**src/dbg_pkg.sv**
```systemverilog
////////////////////
// Debug subsystem shared definitions
// Field widths, chain lengths and module ids
// Opcode enum, command and bus structs
////////////////////
`default_nettype none

package dbg_pkg;

  ////////////////////
  // Field widths
  ////////////////////

  // Bus address and data
  localparam int ADDR_W = 16;
  localparam int DATA_W = 32;

  // Module id field, right below the select bit
  localparam int MODULE_ID_W = 2;

  // Opcode field of a command
  localparam int OP_W = 2;

  // Select bit, opcode, address, data
  localparam int DATAREG_LEN = 1 + OP_W + ADDR_W + DATA_W;

  // Read data plus error, overflow and busy flags
  localparam int STATUS_LEN = DATA_W + 3;

  // Module ids on the debug chain
  // Ids 2 and 3 are reserved
  localparam logic [MODULE_ID_W-1:0] BUS_MODULE_ID = 2'd0;
  localparam logic [MODULE_ID_W-1:0] CPU_MODULE_ID = 2'd1;

  ////////////////////
  // Types
  ////////////////////

  // Command opcodes, STALL only meaningful to the CPU unit
  typedef enum logic [OP_W-1:0] {
    DBG_NOP   = 2'd0,
    DBG_WRITE = 2'd1,
    DBG_READ  = 2'd2,
    DBG_STALL = 2'd3
  } dbg_op_e;

  // Lower part of the main chain when the select bit is clear
  typedef struct packed {
    dbg_op_e           op;
    logic [ADDR_W-1:0] addr;
    logic [DATA_W-1:0] data;
  } dbg_cmd_t;

  // Bus request payload
  typedef struct packed {
    logic              we;
    logic [ADDR_W-1:0] addr;
    logic [DATA_W-1:0] wdata;
  } dbg_bus_req_t;

  // Bus response payload
  typedef struct packed {
    logic [DATA_W-1:0] rdata;
    logic              err;
  } dbg_bus_rsp_t;

endpackage

`default_nettype wire

```
**src/dbg_bus_master.sv**
```systemverilog
////////////////////
// Bus master
// Pops one command, drives the request, waits for the response
////////////////////
`timescale 1ns/1ps
`default_nettype none

module dbg_bus_master (
  input  wire logic                  tck_i,
  input  wire logic                  tlr_i,
  // From command FIFO
  input  wire logic                  cmd_valid_i,
  input  wire dbg_pkg::dbg_cmd_t     cmd_i,
  output logic                       cmd_ready_o,
  // Bus request
  output logic                       bus_req_valid_o,
  output dbg_pkg::dbg_bus_req_t      bus_req_o,
  input  wire logic                  bus_req_ready_i,
  // Bus response
  input  wire logic                  bus_rsp_valid_i,
  input  wire dbg_pkg::dbg_bus_rsp_t bus_rsp_i,
  // To bus unit
  output logic                       rsp_valid_o,
  output dbg_pkg::dbg_bus_rsp_t      rsp_o
);

  logic wait_q;
  logic idle;
  logic pop;
  logic rsp_done;

  // Idle means neither requesting nor waiting
  assign idle        = ~bus_req_valid_o & ~wait_q;
  assign cmd_ready_o = idle;
  assign pop         = cmd_valid_i & idle;

  // Responses only count once the request went out
  assign rsp_done = wait_q & bus_rsp_valid_i;

  ////////////////////
  // Phase control
  ////////////////////

  always_ff @(posedge tck_i, posedge tlr_i) begin
    if (tlr_i) begin
      bus_req_valid_o <= 1'b0;
      wait_q          <= 1'b0;
      rsp_valid_o     <= 1'b0;
    end else begin
      rsp_valid_o <= rsp_done;
      if (pop) begin
        bus_req_valid_o <= 1'b1;
      end else if (bus_req_valid_o && bus_req_ready_i) begin
        bus_req_valid_o <= 1'b0;
        wait_q          <= 1'b1;
      end else if (rsp_done) begin
        wait_q <= 1'b0;
      end
    end
  end

  // Request payload, loaded at pop
  always_ff @(posedge tck_i) begin
    if (pop) begin
      bus_req_o.we    <= (cmd_i.op == dbg_pkg::DBG_WRITE);
      bus_req_o.addr  <= cmd_i.addr;
      bus_req_o.wdata <= cmd_i.data;
    end
  end

  // Response to the bus unit
  // rdata only moves on reads, so it always holds the last read value
  always_ff @(posedge tck_i, posedge tlr_i) begin
    if (tlr_i) begin
      rsp_o <= '0;
    end else if (rsp_done) begin
      rsp_o.err <= bus_rsp_i.err;
      if (!bus_req_o.we) begin
        rsp_o.rdata <= bus_rsp_i.rdata;
      end
    end
  end

  // Request held steady under back-pressure
  a_req_stable : assert property (@(posedge tck_i) disable iff (tlr_i)
    bus_req_valid_o && !bus_req_ready_i |=> bus_req_valid_o && $stable(bus_req_o));

endmodule

`default_nettype wire

```
**src/dbg_bus_unit.sv**
```systemverilog
////////////////////
// Bus debug unit
// Command decode at Update-DR, FIFO push, pending count
// Sticky flags and status word shift-out
////////////////////
`timescale 1ns/1ps
`default_nettype none

module dbg_bus_unit #(
  parameter int FIFO_DEPTH = 4
) (
  input  wire logic                  tck_i,
  input  wire logic                  tlr_i,
  input  wire logic                  shift_dr_i,
  input  wire logic                  capture_dr_i,
  input  wire logic                  update_dr_i,
  input  wire logic                  select_i,
  // Select bit and command slice of the main chain
  input  wire logic                  sel_bit_i,
  input  wire dbg_pkg::dbg_cmd_t     cmd_i,
  output logic                       tdo_o,
  output logic                       inhibit_o,
  // To command FIFO
  output logic                       cmd_valid_o,
  output dbg_pkg::dbg_cmd_t          cmd_o,
  input  wire logic                  cmd_ready_i,
  // From bus master
  input  wire logic                  rsp_valid_i,
  input  wire dbg_pkg::dbg_bus_rsp_t rsp_i
);

  // FIFO contents plus one in the master, plus headroom
  localparam int PEND_W = $clog2(FIFO_DEPTH + 2);

  logic                           do_update;
  logic                           is_bus_op;
  logic                           push;
  logic                           drop;
  logic                           capture;
  logic [PEND_W-1:0]              pending;
  logic                           err_q;
  logic                           ovf_q;
  logic [dbg_pkg::DATA_W-1:0]     last_rdata;
  logic [dbg_pkg::STATUS_LEN-1:0] status_sr;

  ////////////////////
  // Command decode
  ////////////////////

  // Select commands carry a module id, not a bus command
  assign do_update = update_dr_i & select_i & ~sel_bit_i;
  assign is_bus_op = (cmd_i.op == dbg_pkg::DBG_WRITE) | (cmd_i.op == dbg_pkg::DBG_READ);

  // Offered for one edge only
  assign cmd_valid_o = do_update & is_bus_op;
  assign cmd_o       = cmd_i;

  // Accepted or lost
  assign push = cmd_valid_o & cmd_ready_i;
  assign drop = cmd_valid_o & ~cmd_ready_i;

  ////////////////////
  // Pending work
  ////////////////////

  always_ff @(posedge tck_i, posedge tlr_i) begin
    if (tlr_i) begin
      pending <= '0;
    end else if (push && !rsp_valid_i) begin
      pending <= pending + PEND_W'(1);
    end else if (!push && rsp_valid_i) begin
      pending <= pending - PEND_W'(1);
    end
  end

  // Busy doubles as the select inhibit
  assign inhibit_o = |pending;

  ////////////////////
  // Status
  ////////////////////

  assign capture = capture_dr_i & select_i;

  // Sticky until read out; a new event on the capture edge survives
  always_ff @(posedge tck_i, posedge tlr_i) begin
    if (tlr_i) begin
      err_q <= 1'b0;
      ovf_q <= 1'b0;
    end else begin
      err_q <= (err_q & ~capture) | (rsp_valid_i & rsp_i.err);
      ovf_q <= (ovf_q & ~capture) | drop;
    end
  end

  // Master keeps rdata unchanged across writes
  always_ff @(posedge tck_i, posedge tlr_i) begin
    if (tlr_i) begin
      last_rdata <= '0;
    end else if (rsp_valid_i) begin
      last_rdata <= rsp_i.rdata;
    end
  end

  // Busy, overflow, error, read data; LSB goes out first
  always_ff @(posedge tck_i, posedge tlr_i) begin
    if (tlr_i) begin
      status_sr <= '0;
    end else if (capture) begin
      status_sr <= {inhibit_o, ovf_q, err_q, last_rdata};
    end else if (shift_dr_i && select_i) begin
      status_sr <= {1'b0, status_sr[dbg_pkg::STATUS_LEN-1:1]};
    end
  end

  assign tdo_o = status_sr[0];

  // Every response matches an earlier push
  a_pending_no_underflow : assert property (@(posedge tck_i) disable iff (tlr_i)
    rsp_valid_i |-> (pending != '0));

endmodule

`default_nettype wire

```
**src/dbg_cmd_fifo.sv**
```systemverilog
////////////////////
// Command FIFO
// Circular buffer of bus commands, valid/ready both sides
////////////////////
`timescale 1ns/1ps
`default_nettype none

module dbg_cmd_fifo #(
  parameter int FIFO_DEPTH = 4
) (
  input  wire logic              tck_i,
  input  wire logic              tlr_i,
  // Input side
  input  wire logic              in_valid_i,
  input  wire dbg_pkg::dbg_cmd_t in_i,
  output logic                   in_ready_o,
  // Output side
  output logic                   out_valid_o,
  output dbg_pkg::dbg_cmd_t      out_o,
  input  wire logic              out_ready_i
);

  localparam int PTR_W = (FIFO_DEPTH > 1) ? $clog2(FIFO_DEPTH) : 1;
  localparam int CNT_W = $clog2(FIFO_DEPTH + 1);

  dbg_pkg::dbg_cmd_t mem [FIFO_DEPTH];
  logic [PTR_W-1:0]  wr_ptr;
  logic [PTR_W-1:0]  rd_ptr;
  logic [CNT_W-1:0]  count;
  logic              full;
  logic              push;
  logic              pop;

  // Wrap at the depth, which need not be a power of two
  function automatic logic [PTR_W-1:0] ptr_next(input logic [PTR_W-1:0] ptr);
    return (ptr == PTR_W'(FIFO_DEPTH - 1)) ? '0 : ptr + PTR_W'(1);
  endfunction

  assign full        = (count == CNT_W'(FIFO_DEPTH));
  assign in_ready_o  = ~full;
  assign out_valid_o = (count != '0);
  assign out_o       = mem[rd_ptr];

  assign push = in_valid_i & in_ready_o;
  assign pop  = out_valid_o & out_ready_i;

  // Storage
  always_ff @(posedge tck_i) begin
    if (push) begin
      mem[wr_ptr] <= in_i;
    end
  end

  // Pointers and occupancy
  always_ff @(posedge tck_i, posedge tlr_i) begin
    if (tlr_i) begin
      wr_ptr <= '0;
      rd_ptr <= '0;
      count  <= '0;
    end else begin
      if (push) begin
        wr_ptr <= ptr_next(wr_ptr);
      end
      if (pop) begin
        rd_ptr <= ptr_next(rd_ptr);
      end
      if (push && !pop) begin
        count <= count + CNT_W'(1);
      end else if (pop && !push) begin
        count <= count - CNT_W'(1);
      end
    end
  end

  // Full buffer means the write pointer has come round to the read pointer
  a_no_push_full : assert property (@(posedge tck_i) disable iff (tlr_i)
    full |-> (wr_ptr == rd_ptr));

endmodule

`default_nettype wire

```
**src/dbg_cpu_unit.sv**
```systemverilog
////////////////////
// CPU run-control unit
// Stall register, breakpoint auto-stall, status shift-out
////////////////////
`timescale 1ns/1ps
`default_nettype none

module dbg_cpu_unit #(
  parameter int NUM_CPUS = 2
) (
  input  wire logic                tck_i,
  input  wire logic                tlr_i,
  input  wire logic                shift_dr_i,
  input  wire logic                capture_dr_i,
  input  wire logic                update_dr_i,
  input  wire logic                select_i,
  // Select bit and command slice of the main chain
  input  wire logic                sel_bit_i,
  input  wire dbg_pkg::dbg_cmd_t   cmd_i,
  output logic                     tdo_o,
  // CPU run control
  input  wire logic [NUM_CPUS-1:0] cpu_bp_i,
  output logic      [NUM_CPUS-1:0] cpu_stall_o
);

  logic                  stall_wr;
  logic [NUM_CPUS-1:0]   bp_q;
  logic [NUM_CPUS-1:0]   bp_rise;
  logic [NUM_CPUS-1:0]   stall_q;
  logic [2*NUM_CPUS-1:0] cap_sr;

  // Stall write, select commands ignored
  assign stall_wr = update_dr_i & select_i & ~sel_bit_i & (cmd_i.op == dbg_pkg::DBG_STALL);

  // Breakpoint edge detect
  assign bp_rise = cpu_bp_i & ~bp_q;

  always_ff @(posedge tck_i, posedge tlr_i) begin
    if (tlr_i) begin
      bp_q <= '0;
    end else begin
      bp_q <= cpu_bp_i;
    end
  end

  // New breakpoint wins over a written clear
  always_ff @(posedge tck_i, posedge tlr_i) begin
    if (tlr_i) begin
      stall_q <= '0;
    end else if (stall_wr) begin
      stall_q <= cmd_i.data[NUM_CPUS-1:0] | bp_rise;
    end else begin
      stall_q <= stall_q | bp_rise;
    end
  end

  assign cpu_stall_o = stall_q;

  ////////////////////
  // Capture and shift
  ////////////////////

  // Breakpoints high half, stalls low half
  always_ff @(posedge tck_i, posedge tlr_i) begin
    if (tlr_i) begin
      cap_sr <= '0;
    end else if (capture_dr_i && select_i) begin
      cap_sr <= {bp_q, stall_q};
    end else if (shift_dr_i && select_i) begin
      cap_sr <= {1'b0, cap_sr[2*NUM_CPUS-1:1]};
    end
  end

  assign tdo_o = cap_sr[0];

endmodule

`default_nettype wire

```
**src/dbg_top.sv**
```systemverilog
////////////////////
// Debug chain top level
// Main input shift register, module select with inhibit
// TDO mux, bus and CPU debug units
////////////////////
`timescale 1ns/1ps
`default_nettype none

module dbg_top #(
  parameter int FIFO_DEPTH = 4,
  parameter int NUM_CPUS   = 2
) (
  input  wire logic                  tck_i,
  input  wire logic                  tlr_i,
  input  wire logic                  tdi_i,
  input  wire logic                  shift_dr_i,
  input  wire logic                  capture_dr_i,
  input  wire logic                  update_dr_i,
  input  wire logic                  debug_select_i,
  output logic                       tdo_o,
  // Bus request
  output logic                       bus_req_valid_o,
  output dbg_pkg::dbg_bus_req_t      bus_req_o,
  input  wire logic                  bus_req_ready_i,
  // Bus response
  input  wire logic                  bus_rsp_valid_i,
  input  wire dbg_pkg::dbg_bus_rsp_t bus_rsp_i,
  // CPU run control
  input  wire logic [NUM_CPUS-1:0]   cpu_bp_i,
  output logic      [NUM_CPUS-1:0]   cpu_stall_o
);

  localparam int NUM_MODULES = 2 ** dbg_pkg::MODULE_ID_W;

  // Main chain
  logic [dbg_pkg::DATAREG_LEN-1:0] input_sreg;
  logic                            sel_bit;
  logic [dbg_pkg::MODULE_ID_W-1:0] module_id_in;
  dbg_pkg::dbg_cmd_t               cmd;

  // Module selection
  logic [dbg_pkg::MODULE_ID_W-1:0] module_id;
  logic [NUM_MODULES-1:0]          module_sel;
  logic [NUM_MODULES-1:0]          module_inhibit;
  logic                            select_inhibit;
  logic                            bus_sel;
  logic                            cpu_sel;

  // Unit outputs
  logic                            tdo_bus;
  logic                            tdo_cpu;
  logic                            bus_inhibit;

  // Bus path links
  logic                            fifo_in_valid;
  logic                            fifo_in_ready;
  dbg_pkg::dbg_cmd_t               fifo_in;
  logic                            fifo_out_valid;
  logic                            fifo_out_ready;
  dbg_pkg::dbg_cmd_t               fifo_out;
  logic                            rsp_valid;
  dbg_pkg::dbg_bus_rsp_t           rsp;

  ////////////////////
  // Main shift register
  ////////////////////

  // MSB is the select bit, then module id or command
  assign sel_bit      = input_sreg[dbg_pkg::DATAREG_LEN-1];
  assign module_id_in = input_sreg[dbg_pkg::DATAREG_LEN-2 -: dbg_pkg::MODULE_ID_W];
  assign cmd          = input_sreg[dbg_pkg::DATAREG_LEN-2:0];

  // TDI enters at the MSB, shifting right
  always_ff @(posedge tck_i, posedge tlr_i) begin
    if (tlr_i) begin
      input_sreg <= '0;
    end else if (shift_dr_i && debug_select_i) begin
      input_sreg <= {tdi_i, input_sreg[dbg_pkg::DATAREG_LEN-1:1]};
    end
  end

  ////////////////////
  // Module select
  ////////////////////

  // Only the bus unit can hold off a new selection
  always_comb begin
    module_inhibit                         = '0;
    module_inhibit[dbg_pkg::BUS_MODULE_ID] = bus_inhibit;
  end

  assign select_inhibit = |module_inhibit;

  always_ff @(posedge tck_i, posedge tlr_i) begin
    if (tlr_i) begin
      module_id <= dbg_pkg::BUS_MODULE_ID;
    end else if (update_dr_i && debug_select_i && sel_bit && !select_inhibit) begin
      module_id <= module_id_in;
    end
  end

  // One-hot decode of the current id
  always_comb begin
    module_sel            = '0;
    module_sel[module_id] = 1'b1;
  end

  // Units only see TAP states while the debug instruction is active
  assign bus_sel = module_sel[dbg_pkg::BUS_MODULE_ID] & debug_select_i;
  assign cpu_sel = module_sel[dbg_pkg::CPU_MODULE_ID] & debug_select_i;

  // TDO mux, reserved ids give 0
  always_comb begin
    case (module_id)
      dbg_pkg::BUS_MODULE_ID: tdo_o = tdo_bus;
      dbg_pkg::CPU_MODULE_ID: tdo_o = tdo_cpu;
      default:                tdo_o = 1'b0;
    endcase
  end

  ////////////////////
  // Debug units
  ////////////////////

  dbg_bus_unit #(
    .FIFO_DEPTH(FIFO_DEPTH)
  ) u_bus_unit (
    .tck_i       (tck_i),
    .tlr_i       (tlr_i),
    .shift_dr_i  (shift_dr_i),
    .capture_dr_i(capture_dr_i),
    .update_dr_i (update_dr_i),
    .select_i    (bus_sel),
    .sel_bit_i   (sel_bit),
    .cmd_i       (cmd),
    .tdo_o       (tdo_bus),
    .inhibit_o   (bus_inhibit),
    .cmd_valid_o (fifo_in_valid),
    .cmd_o       (fifo_in),
    .cmd_ready_i (fifo_in_ready),
    .rsp_valid_i (rsp_valid),
    .rsp_i       (rsp)
  );

  dbg_cmd_fifo #(
    .FIFO_DEPTH(FIFO_DEPTH)
  ) u_cmd_fifo (
    .tck_i      (tck_i),
    .tlr_i      (tlr_i),
    .in_valid_i (fifo_in_valid),
    .in_i       (fifo_in),
    .in_ready_o (fifo_in_ready),
    .out_valid_o(fifo_out_valid),
    .out_o      (fifo_out),
    .out_ready_i(fifo_out_ready)
  );

  dbg_bus_master u_bus_master (
    .tck_i          (tck_i),
    .tlr_i          (tlr_i),
    .cmd_valid_i    (fifo_out_valid),
    .cmd_i          (fifo_out),
    .cmd_ready_o    (fifo_out_ready),
    .bus_req_valid_o(bus_req_valid_o),
    .bus_req_o      (bus_req_o),
    .bus_req_ready_i(bus_req_ready_i),
    .bus_rsp_valid_i(bus_rsp_valid_i),
    .bus_rsp_i      (bus_rsp_i),
    .rsp_valid_o    (rsp_valid),
    .rsp_o          (rsp)
  );

  dbg_cpu_unit #(
    .NUM_CPUS(NUM_CPUS)
  ) u_cpu_unit (
    .tck_i       (tck_i),
    .tlr_i       (tlr_i),
    .shift_dr_i  (shift_dr_i),
    .capture_dr_i(capture_dr_i),
    .update_dr_i (update_dr_i),
    .select_i    (cpu_sel),
    .sel_bit_i   (sel_bit),
    .cmd_i       (cmd),
    .tdo_o       (tdo_cpu),
    .cpu_bp_i    (cpu_bp_i),
    .cpu_stall_o (cpu_stall_o)
  );

  // Selection frozen while bus work is outstanding
  a_id_held_inhibit : assert property (@(posedge tck_i) disable iff (tlr_i)
    $changed(module_id) |-> !$past(bus_inhibit));

endmodule

`default_nettype wire
```
**config.mk**
```make
export PLATFORM = sky130hd
export DESIGN_NAME = dbg_top
export DESIGN_NICKNAME = d
export VERILOG_FILES = /design/src/dbg_pkg.sv /design/src/dbg_bus_master.sv /design/src/dbg_bus_unit.sv /design/src/dbg_cmd_fifo.sv /design/src/dbg_cpu_unit.sv /design/src/dbg_top.sv
export SDC_FILE = /design/constraint.sdc
export NUM_CORES = 1
export LEC_CHECK = 0
export ABC_CLOCK_PERIOD_IN_PS = 11400
export BUFFER_PORTS_ARGS = -buffer_cell sky130_fd_sc_hd__buf_4
export CAP_MARGIN = 20
export CELL_PAD_IN_SITES_DETAIL_PLACEMENT = 1
export CELL_PAD_IN_SITES_GLOBAL_PLACEMENT = 1
export CORE_MARGIN = 5
export CORE_UTILIZATION = 56
export DETAILED_ROUTE_END_ITERATION = 7
export HOLD_SLACK_MARGIN = 0.08
export PLACE_DENSITY_LB_ADDON = 0.1
export SYNTH_ARGS = -nofsm -noshare
export SYNTH_HDL_FRONTEND = slang
export SYNTH_SLANG_ARGS = --single-unit
```
**constraint.sdc**
```tcl
create_clock -name tck_i -period 11.4 [get_ports tck_i]
set_input_delay 2.28 -clock tck_i [delete_from_list [all_inputs] [get_ports tck_i]]
set_output_delay 2.28 -clock tck_i [all_outputs]
set_load 0.03 [all_outputs]
```
# Yosys cells after proc, flatten, opt, wreduce, memory -nomap -nowiden
# Memory sizes are Yosys's and may differ from the RTL's.
# Cells that the tools add are included.
[word_totals]
memories = 1
register_bits = 225
ram_bits = 200
[memory_table]
columns = ["memory", "words", "word_bits", "rd", "rd_clocked_by_memory_dff", "wr", "line_no", "rtl"]
rows = [
  ["u_cmd_fifo.mem", 4, 50, 1, 0, 1, "dbg_cmd_fifo.sv:26", "dbg_pkg::dbg_cmd_t mem [FIFO_DEPTH];"],
]
[classes]
magnitude_cmp = 2
n_eq_ne = 8
n_addsub = 6
bitwise_logic = 31
n_mux = 20
reduce_logical = 28
[op_table]
columns = ["op", "count"]
rows = [
  ["$mux W35", 2],
  ["$and A1 B1 Y1", 17],
  ["$logic_and A1 B1 Y1", 13],
  ["$mux W3", 4],
  ["$reduce_bool A2 Y1", 6],
  ["$eq A2 B2 Y1 const B", 4],
  ["$mux W4", 2],
  ["$mux W1", 7],
  ["$not A1 Y1", 7],
  ["$add A3 B1 Y3 const B", 2],
  ["$eq A2 B1 Y1 const B", 3],
  ["$mux W2", 3],
  ["$sub A3 B1 Y3 const B", 2],
  ["$add A2 B1 Y2 const B", 2],
  ["$logic_not A1 Y1", 4],
  ["$or A2 B2 Y2", 2],
  ["$reduce_and A2 Y1", 2],
  ["$eq A3 B3 Y1 const B", 1],
  ["$lt A2 B3 Y1 const B", 1],
  ["$or A1 B1 Y1", 3],
  ["$reduce_bool A3 Y1", 1],
  ["$reduce_or A3 Y1", 1],
  ["$and A2 B2 Y2", 1],
  ["$demux W1 S2", 1],
  ["other kinds (4)", 4],
]

# Longest topological paths before layout
[depth]
word_depth = 13
mapped_depth = 9
depth_no_buf = 9

# Cells and area by module
# Synthesis repeated with hierarchy kept, for this count alone.
[hier_totals]
cells_unflattened = 875
hier_area_um2 = 16535.9
[by_module_without_submodules]
columns = ["mod", "instances", "cells_per_inst", "area_per_inst_um2", "seq_area_each_um2"]
rows = [
  ["dbg_cmd_fifo", 1, 300, 7719.9, 6180.9],
  ["dbg_bus_unit", 1, 292, 3443.3, 1801.7],
  ["dbg_bus_master", 1, 132, 2962.8, 2372.3],
  ["dbg_top", 1, 118, 2049.5, 1326.3],
  ["dbg_cpu_unit", 1, 33, 360.3, 200.2],
]

# Worst setup path after synthesis
# Ideal clock, no wire load.
[synth_path]
path_kind = "input-to-reg"
startpoint = "input port debug_select_i"
endpoint = "memory u_cmd_fifo.mem[0][0] in the netlist's numbering (enable)"
arrival_time_ns = 4.143
setup_time_ns = 0.413
n_path_buf = 1
path_slack_ns = 6.844
required_ns = 10.987
cell_stages = 4
path_cell_list = "buf_4 > nand4bb_4 > nor3b_4 > and2_1"
[synth_between]
elab_chain_cells = 7
[synth_lines]
columns = ["element", "line_no", "rtl"]
rows = [
  ["start: declaration", "dbg_top.sv:19", "input wire logic debug_select_i,"],
  ["$and A1 B1 Y1", "dbg_top.sv:109", "assign bus_sel = module_sel[dbg_pkg::BUS_MODULE_ID] & debug_select_i;"],
  ["$and A1 B1 Y1 (2 in a row)", "dbg_bus_unit.sv:51", "assign do_update = update_dr_i & select_i & ~sel_bit_i;"],
  ["$and A1 B1 Y1", "dbg_bus_unit.sv:55", "assign cmd_valid_o = do_update & is_bus_op;"],
  ["$and A1 B1 Y1", "-", ""],
  ["via u_bus_unit.push", "dbg_bus_unit.sv:37", "logic push;"],
  ["$mux W1", "dbg_cmd_fifo.sv:49", "if (push) begin"],
  ["$mux W1 (not written as such)", "dbg_cmd_fifo.sv:50", "mem[wr_ptr] <= in_i;"],
  ["end: declaration", "dbg_cmd_fifo.sv:26", ""],
]
# The timed path passes the listed nets, and every way through them passes these cells.

# Worst setup path in the final report
[layout_path]
startpoint = "register module_id[0] in the netlist's numbering"
endpoint = "output port tdo_o"
[layout_between]
elab_chain_cells = 2
word_cells_on_any_way = 3
cone_classes = "eq/ne (1); mux (1); reduce/logical (1)"
[layout_lines]
columns = ["element", "line_no", "rtl"]
rows = [
  ["start: declaration", "dbg_top.sv:42", "logic [dbg_pkg::MODULE_ID_W-1:0] module_id;"],
  ["start signal: assignment", "dbg_top.sv:96", "module_id <= dbg_pkg::BUS_MODULE_ID;"],
  ["start signal: assignment", "dbg_top.sv:98", "module_id <= module_id_in;"],
  ["$eq A2 B1 Y1 or $logic_not A2 Y1 (tied branches)", "dbg_top.sv:114", "case (module_id)"],
  ["$pmux W1 S2 (*)", "dbg_top.sv:114", ""],
  ["end: declaration", "dbg_top.sv:20", "output logic tdo_o,"],
]
# Mark *: on every way between the ends. The rest lies on a longest branch, timed or not.

==> flow_metrics.py <==
metrics = {
    "floorplanning": {
        "start_util_pct": 56.92,
        "die-width_um": 178.5,
        "die_area_um2": 31870,
        "core_area_um2": 27930,
        "io_pins": 97,
        "floorplan.rows": 61,
        "die_h_um": 178.5,
    },
    "flow_run": {
        "max_capacitance_violation_count": 0,
    },
    "pwr": {
        "leakagePower_uw": 0.007249,
        "vdd.ir_drop.worst_uv": 158.5,
        "power_density_nw_per_um2": 258.3,
        "fin_total_pwr_uw": 4731,
    },
    "hold_path": {
        "min-delay-path-class": "reg2reg",
    },
    "clock_tree": {
        "clock-sinks": 425,
        "htree_num_levels": 2,
        "cts.clk_slew.worst_paths_ns": 0.06,
        "cts-root-to-sink-buffers": 3,
        "post_cts_resized": 0,
        "cts_inserted_buffers": 43,
        "cts_hold_repair.buffers": 0,
        "clk-insertion-delay-late_ns": 0.54,
        "tritoncts": "built",
        "postCtsSetupBuffers": 0,
        "clock_tree.root_cell": "sky130_fd_sc_hd__clkbuf_16",
    },
    "outcome": {
        "outcome": "complete, no violations",
    },
    "layout": {
        "layout_commonest_cell": "sky130_fd_sc_hd__edfxtp_1",
        "fin_cells": 1388,
        "final_cell_mix": "249 x sky130_fd_sc_hd__edfxtp_1, 174 x sky130_fd_sc_hd__dfrtp_1, 108 x sky130_fd_sc_hd__buf_4",
        "areaGrowthSynthToFinish_pct": 15.19,
        "end_of_flow_core_utilization_pct": 65.57,
        "n_fill_cell": 2423,
        "antennaDiodeCount": 0,
        "drive_above_1_share_pct": 29.41,
        "nets": 1029,
    },
    "setup_path": {
        "launching_element_type_of_the_critical_path": "register",
        "worstPathMaxFanout": 11,
        "worstSetupPathType": "reg2out",
        "timing.critical_path.required_ns": 9.12,
        "worstPathArrival_ns": 1.62,
        "crit_path_end_kind": "primary output",
    },
    "yosys": {
        "synth_edf_count": 249,
        "postSynth.asyncResetShare_pct": 41.41,
        "ys_types": 43,
        "synth_ff_type": "sky130_fd_sc_hd__edfxtp_1",
        "synthesis.nets": 916,
        "seq_area_frac_synth_pct": 74.72,
        "avgSynthCellArea_um2": 18.45,
        "synth_warnings": 0,
        "syn_area_um2": 15900,
        "ys_seq_elements": 425,
        "synth_cells": 862,
    },
    "timing": {
        "setup_viol": 0,
        "final_tns_setup_ns": 0,
        "fin_worst_skew_ns": 0.01543,
        "grt_setup_unrepaired": "false",
        "max_freq_ghz": 0.2563,
        "final_min_period_over_clock_period_pct": 34.22,
        "drv_slew": 0,
        "worstMarginPinSlew_ns": 0.8587,
        "final.min_clock_period_ns": 3.902,
        "relSlewSlack_pct": 42.75,
        "final_hold_fails": 0,
    },
    "drt": {
        "detail_route.drc_violations": 0,
        "avgViaCountPerCell": 5.615,
        "drt_iter0_markers": 433,
        "detail_route.wl_per_cell_um": 21.71,
        "drt_wl_total_um": 30140,
        "ant_nets": 0,
        "via_count": 7793,
        "detailedRoute.firstPassIterationCount": 4,
    },
    "global_routing": {
        "grt_first_pass_wirelength_um": 49050,
        "pin_count_of_the_biggest_net_entering_global_routing": 74,
        "global_route.overflow_total": 0,
        "grt_usage_pct": 19.71,
        "antenna_found_initial": 0,
        "first_global_vias": 8760,
    },
    "place": {
        "dpl.hpwl_um": 17700,
        "place.gp.congestion": 0.7462,
        "dp.cells": 1305,
        "placement.io_buffers": 96,
    },
}
==> area by class of cell <==
class                      instances  area [um2]  share of cell area (%)
sequential                       425       11890                   64.90
multi-input combinational        381        3712                   20.27
clock buffer                      66        1224                   6.681
timing repair buffer             111       885.9                   4.836
tap                              378       473.0                   2.582
clock inverter                    14       81.33                  0.4440
inverter                          13       53.80                  0.2937
==> flip-flops by register name, summed over array words and instances, names as in the netlist, 2 cells and up <==
| signal | flops |
|---|---|
| module_id | 2 |
| input_sreg | 51 |
| u_cpu_unit.cap_sr | 4 |
| u_cmd_fifo.mem | 200 |
| u_bus_unit.pending | 3 |
| u_cpu_unit.bp_q | 2 |
| u_cmd_fifo.count | 3 |
| u_bus_master.rsp_o | 33 |
| u_bus_unit.last_rdata | 32 |
| u_bus_master.bus_req_o | 49 |
| u_cmd_fifo.rd_ptr | 2 |
| u_bus_unit.status_sr | 35 |
| u_cpu_unit.cpu_stall_o | 2 |
| u_cmd_fifo.wr_ptr | 2 |
==> critical path: stages (launching register included) <==
cell                      delay, ns
sky130_fd_sc_hd__dfrtp_1       0.55
sky130_fd_sc_hd__mux2i_1       0.27
sky130_fd_sc_hd__nor2_1        0.09
sky130_fd_sc_hd__buf_4         0.18
==> worst paths after layout <==
| path | slack (ns) | to | from | cells past startpoint |
|---|---|---|---|---|
| setup / recovery | 7.50 | tdo_o | module_id[0] | 3 |
| hold / removal | 0.48 | u_bus_unit.pending[2] | u_bus_unit.pending[2] | 1 |
| setup reg to reg | 8.65 | u_cmd_fifo.count[2] | input_sreg[49] | 9 |
| hold reg to reg | 0.48 | u_bus_unit.pending[2] | u_bus_unit.pending[2] | 1 |
| max in group asynchronous | 7.59 | u_cmd_fifo.rd_ptr[0] | tlr_i | 4 |
| min in group asynchronous | 1.85 | u_bus_master.rsp_o[2] | tlr_i | 2 |
==> cell families (layout without fill, tap and decap cells) <==
group	Yosys count	after routing	synth area share (%)
flops	425	425	74.72
mux	176	176	15.88
simple gates	139	139	4.068
buf+inv	56	204	2.085
compound gates	50	50	2.038
fa+ha+maj	10	10	0.8813
xor+xnor	6	6	0.3305
==> cell usage after synthesis, types with 2 or more instances <==
cell type,instances,share of area (%)
sky130_fd_sc_hd__clkbuf_1,7,0.17
sky130_fd_sc_hd__buf_4,3,0.14
sky130_fd_sc_hd__buf_6,11,0.78
sky130_fd_sc_hd__nor3_1,2,0.063
sky130_fd_sc_hd__mux2_1,57,4.0
sky130_fd_sc_hd__and2_1,5,0.20
sky130_fd_sc_hd__nand4b_1,2,0.11
sky130_fd_sc_hd__buf_2,22,0.69
sky130_fd_sc_hd__xor2_1,4,0.22
sky130_fd_sc_hd__dfrtp_1,176,28
sky130_fd_sc_hd__mux4_2,48,6.8
sky130_fd_sc_hd__nand2_1,73,1.7
sky130_fd_sc_hd__o21ai_0,4,0.13
sky130_fd_sc_hd__fa_1,2,0.25
sky130_fd_sc_hd__inv_1,13,0.31
sky130_fd_sc_hd__a21oi_1,4,0.13
sky130_fd_sc_hd__ha_1,8,0.63
sky130_fd_sc_hd__edfxtp_1,249,47
sky130_fd_sc_hd__mux2_4,2,0.19
sky130_fd_sc_hd__mux2i_1,4,0.25
sky130_fd_sc_hd__nand4bb_1,2,0.14
sky130_fd_sc_hd__mux2_2,65,4.6
sky130_fd_sc_hd__nor2_1,42,0.99
sky130_fd_sc_hd__nand3_1,3,0.094
sky130_fd_sc_hd__xnor2_1,2,0.11
sky130_fd_sc_hd__a31oi_1,35,1.4
==> power breakdown <==
part           total (uW)  switching [uW]  internal [uW]
registers            2290             226           2060
clock network        1290             550            742
logic                1150             625            523
total                4730            1400           3330
==> through the flow <==
| step | hold WS (ns) | area (um2) | setup WS [ns] |
|---|---|---|---|
| finish | 0.4775 | 18320 | 7.498 |
| global route | 0.4985 | 18320 | 7.160 |
| CTS | 0.4814 | 18240 | 7.441 |
| detailed placement | 0.4699 | 16940 | 6.866 |
| global placement | 0.4576 | 16940 | 6.967 |
| floorplan | 0.4338 | 15900 | 4.346 |
==> metal layers <==
metal	vias to the layer above	GRT usage, %	wire (um)
met4	0	4.381	399
met5	-	0	0
met2	135	34.22	15780
met3	33	3.455	1220
li1	3479	-	-
met1	4146	26.41	12740
No activity file was read; power rests on OpenSTA's default activity.
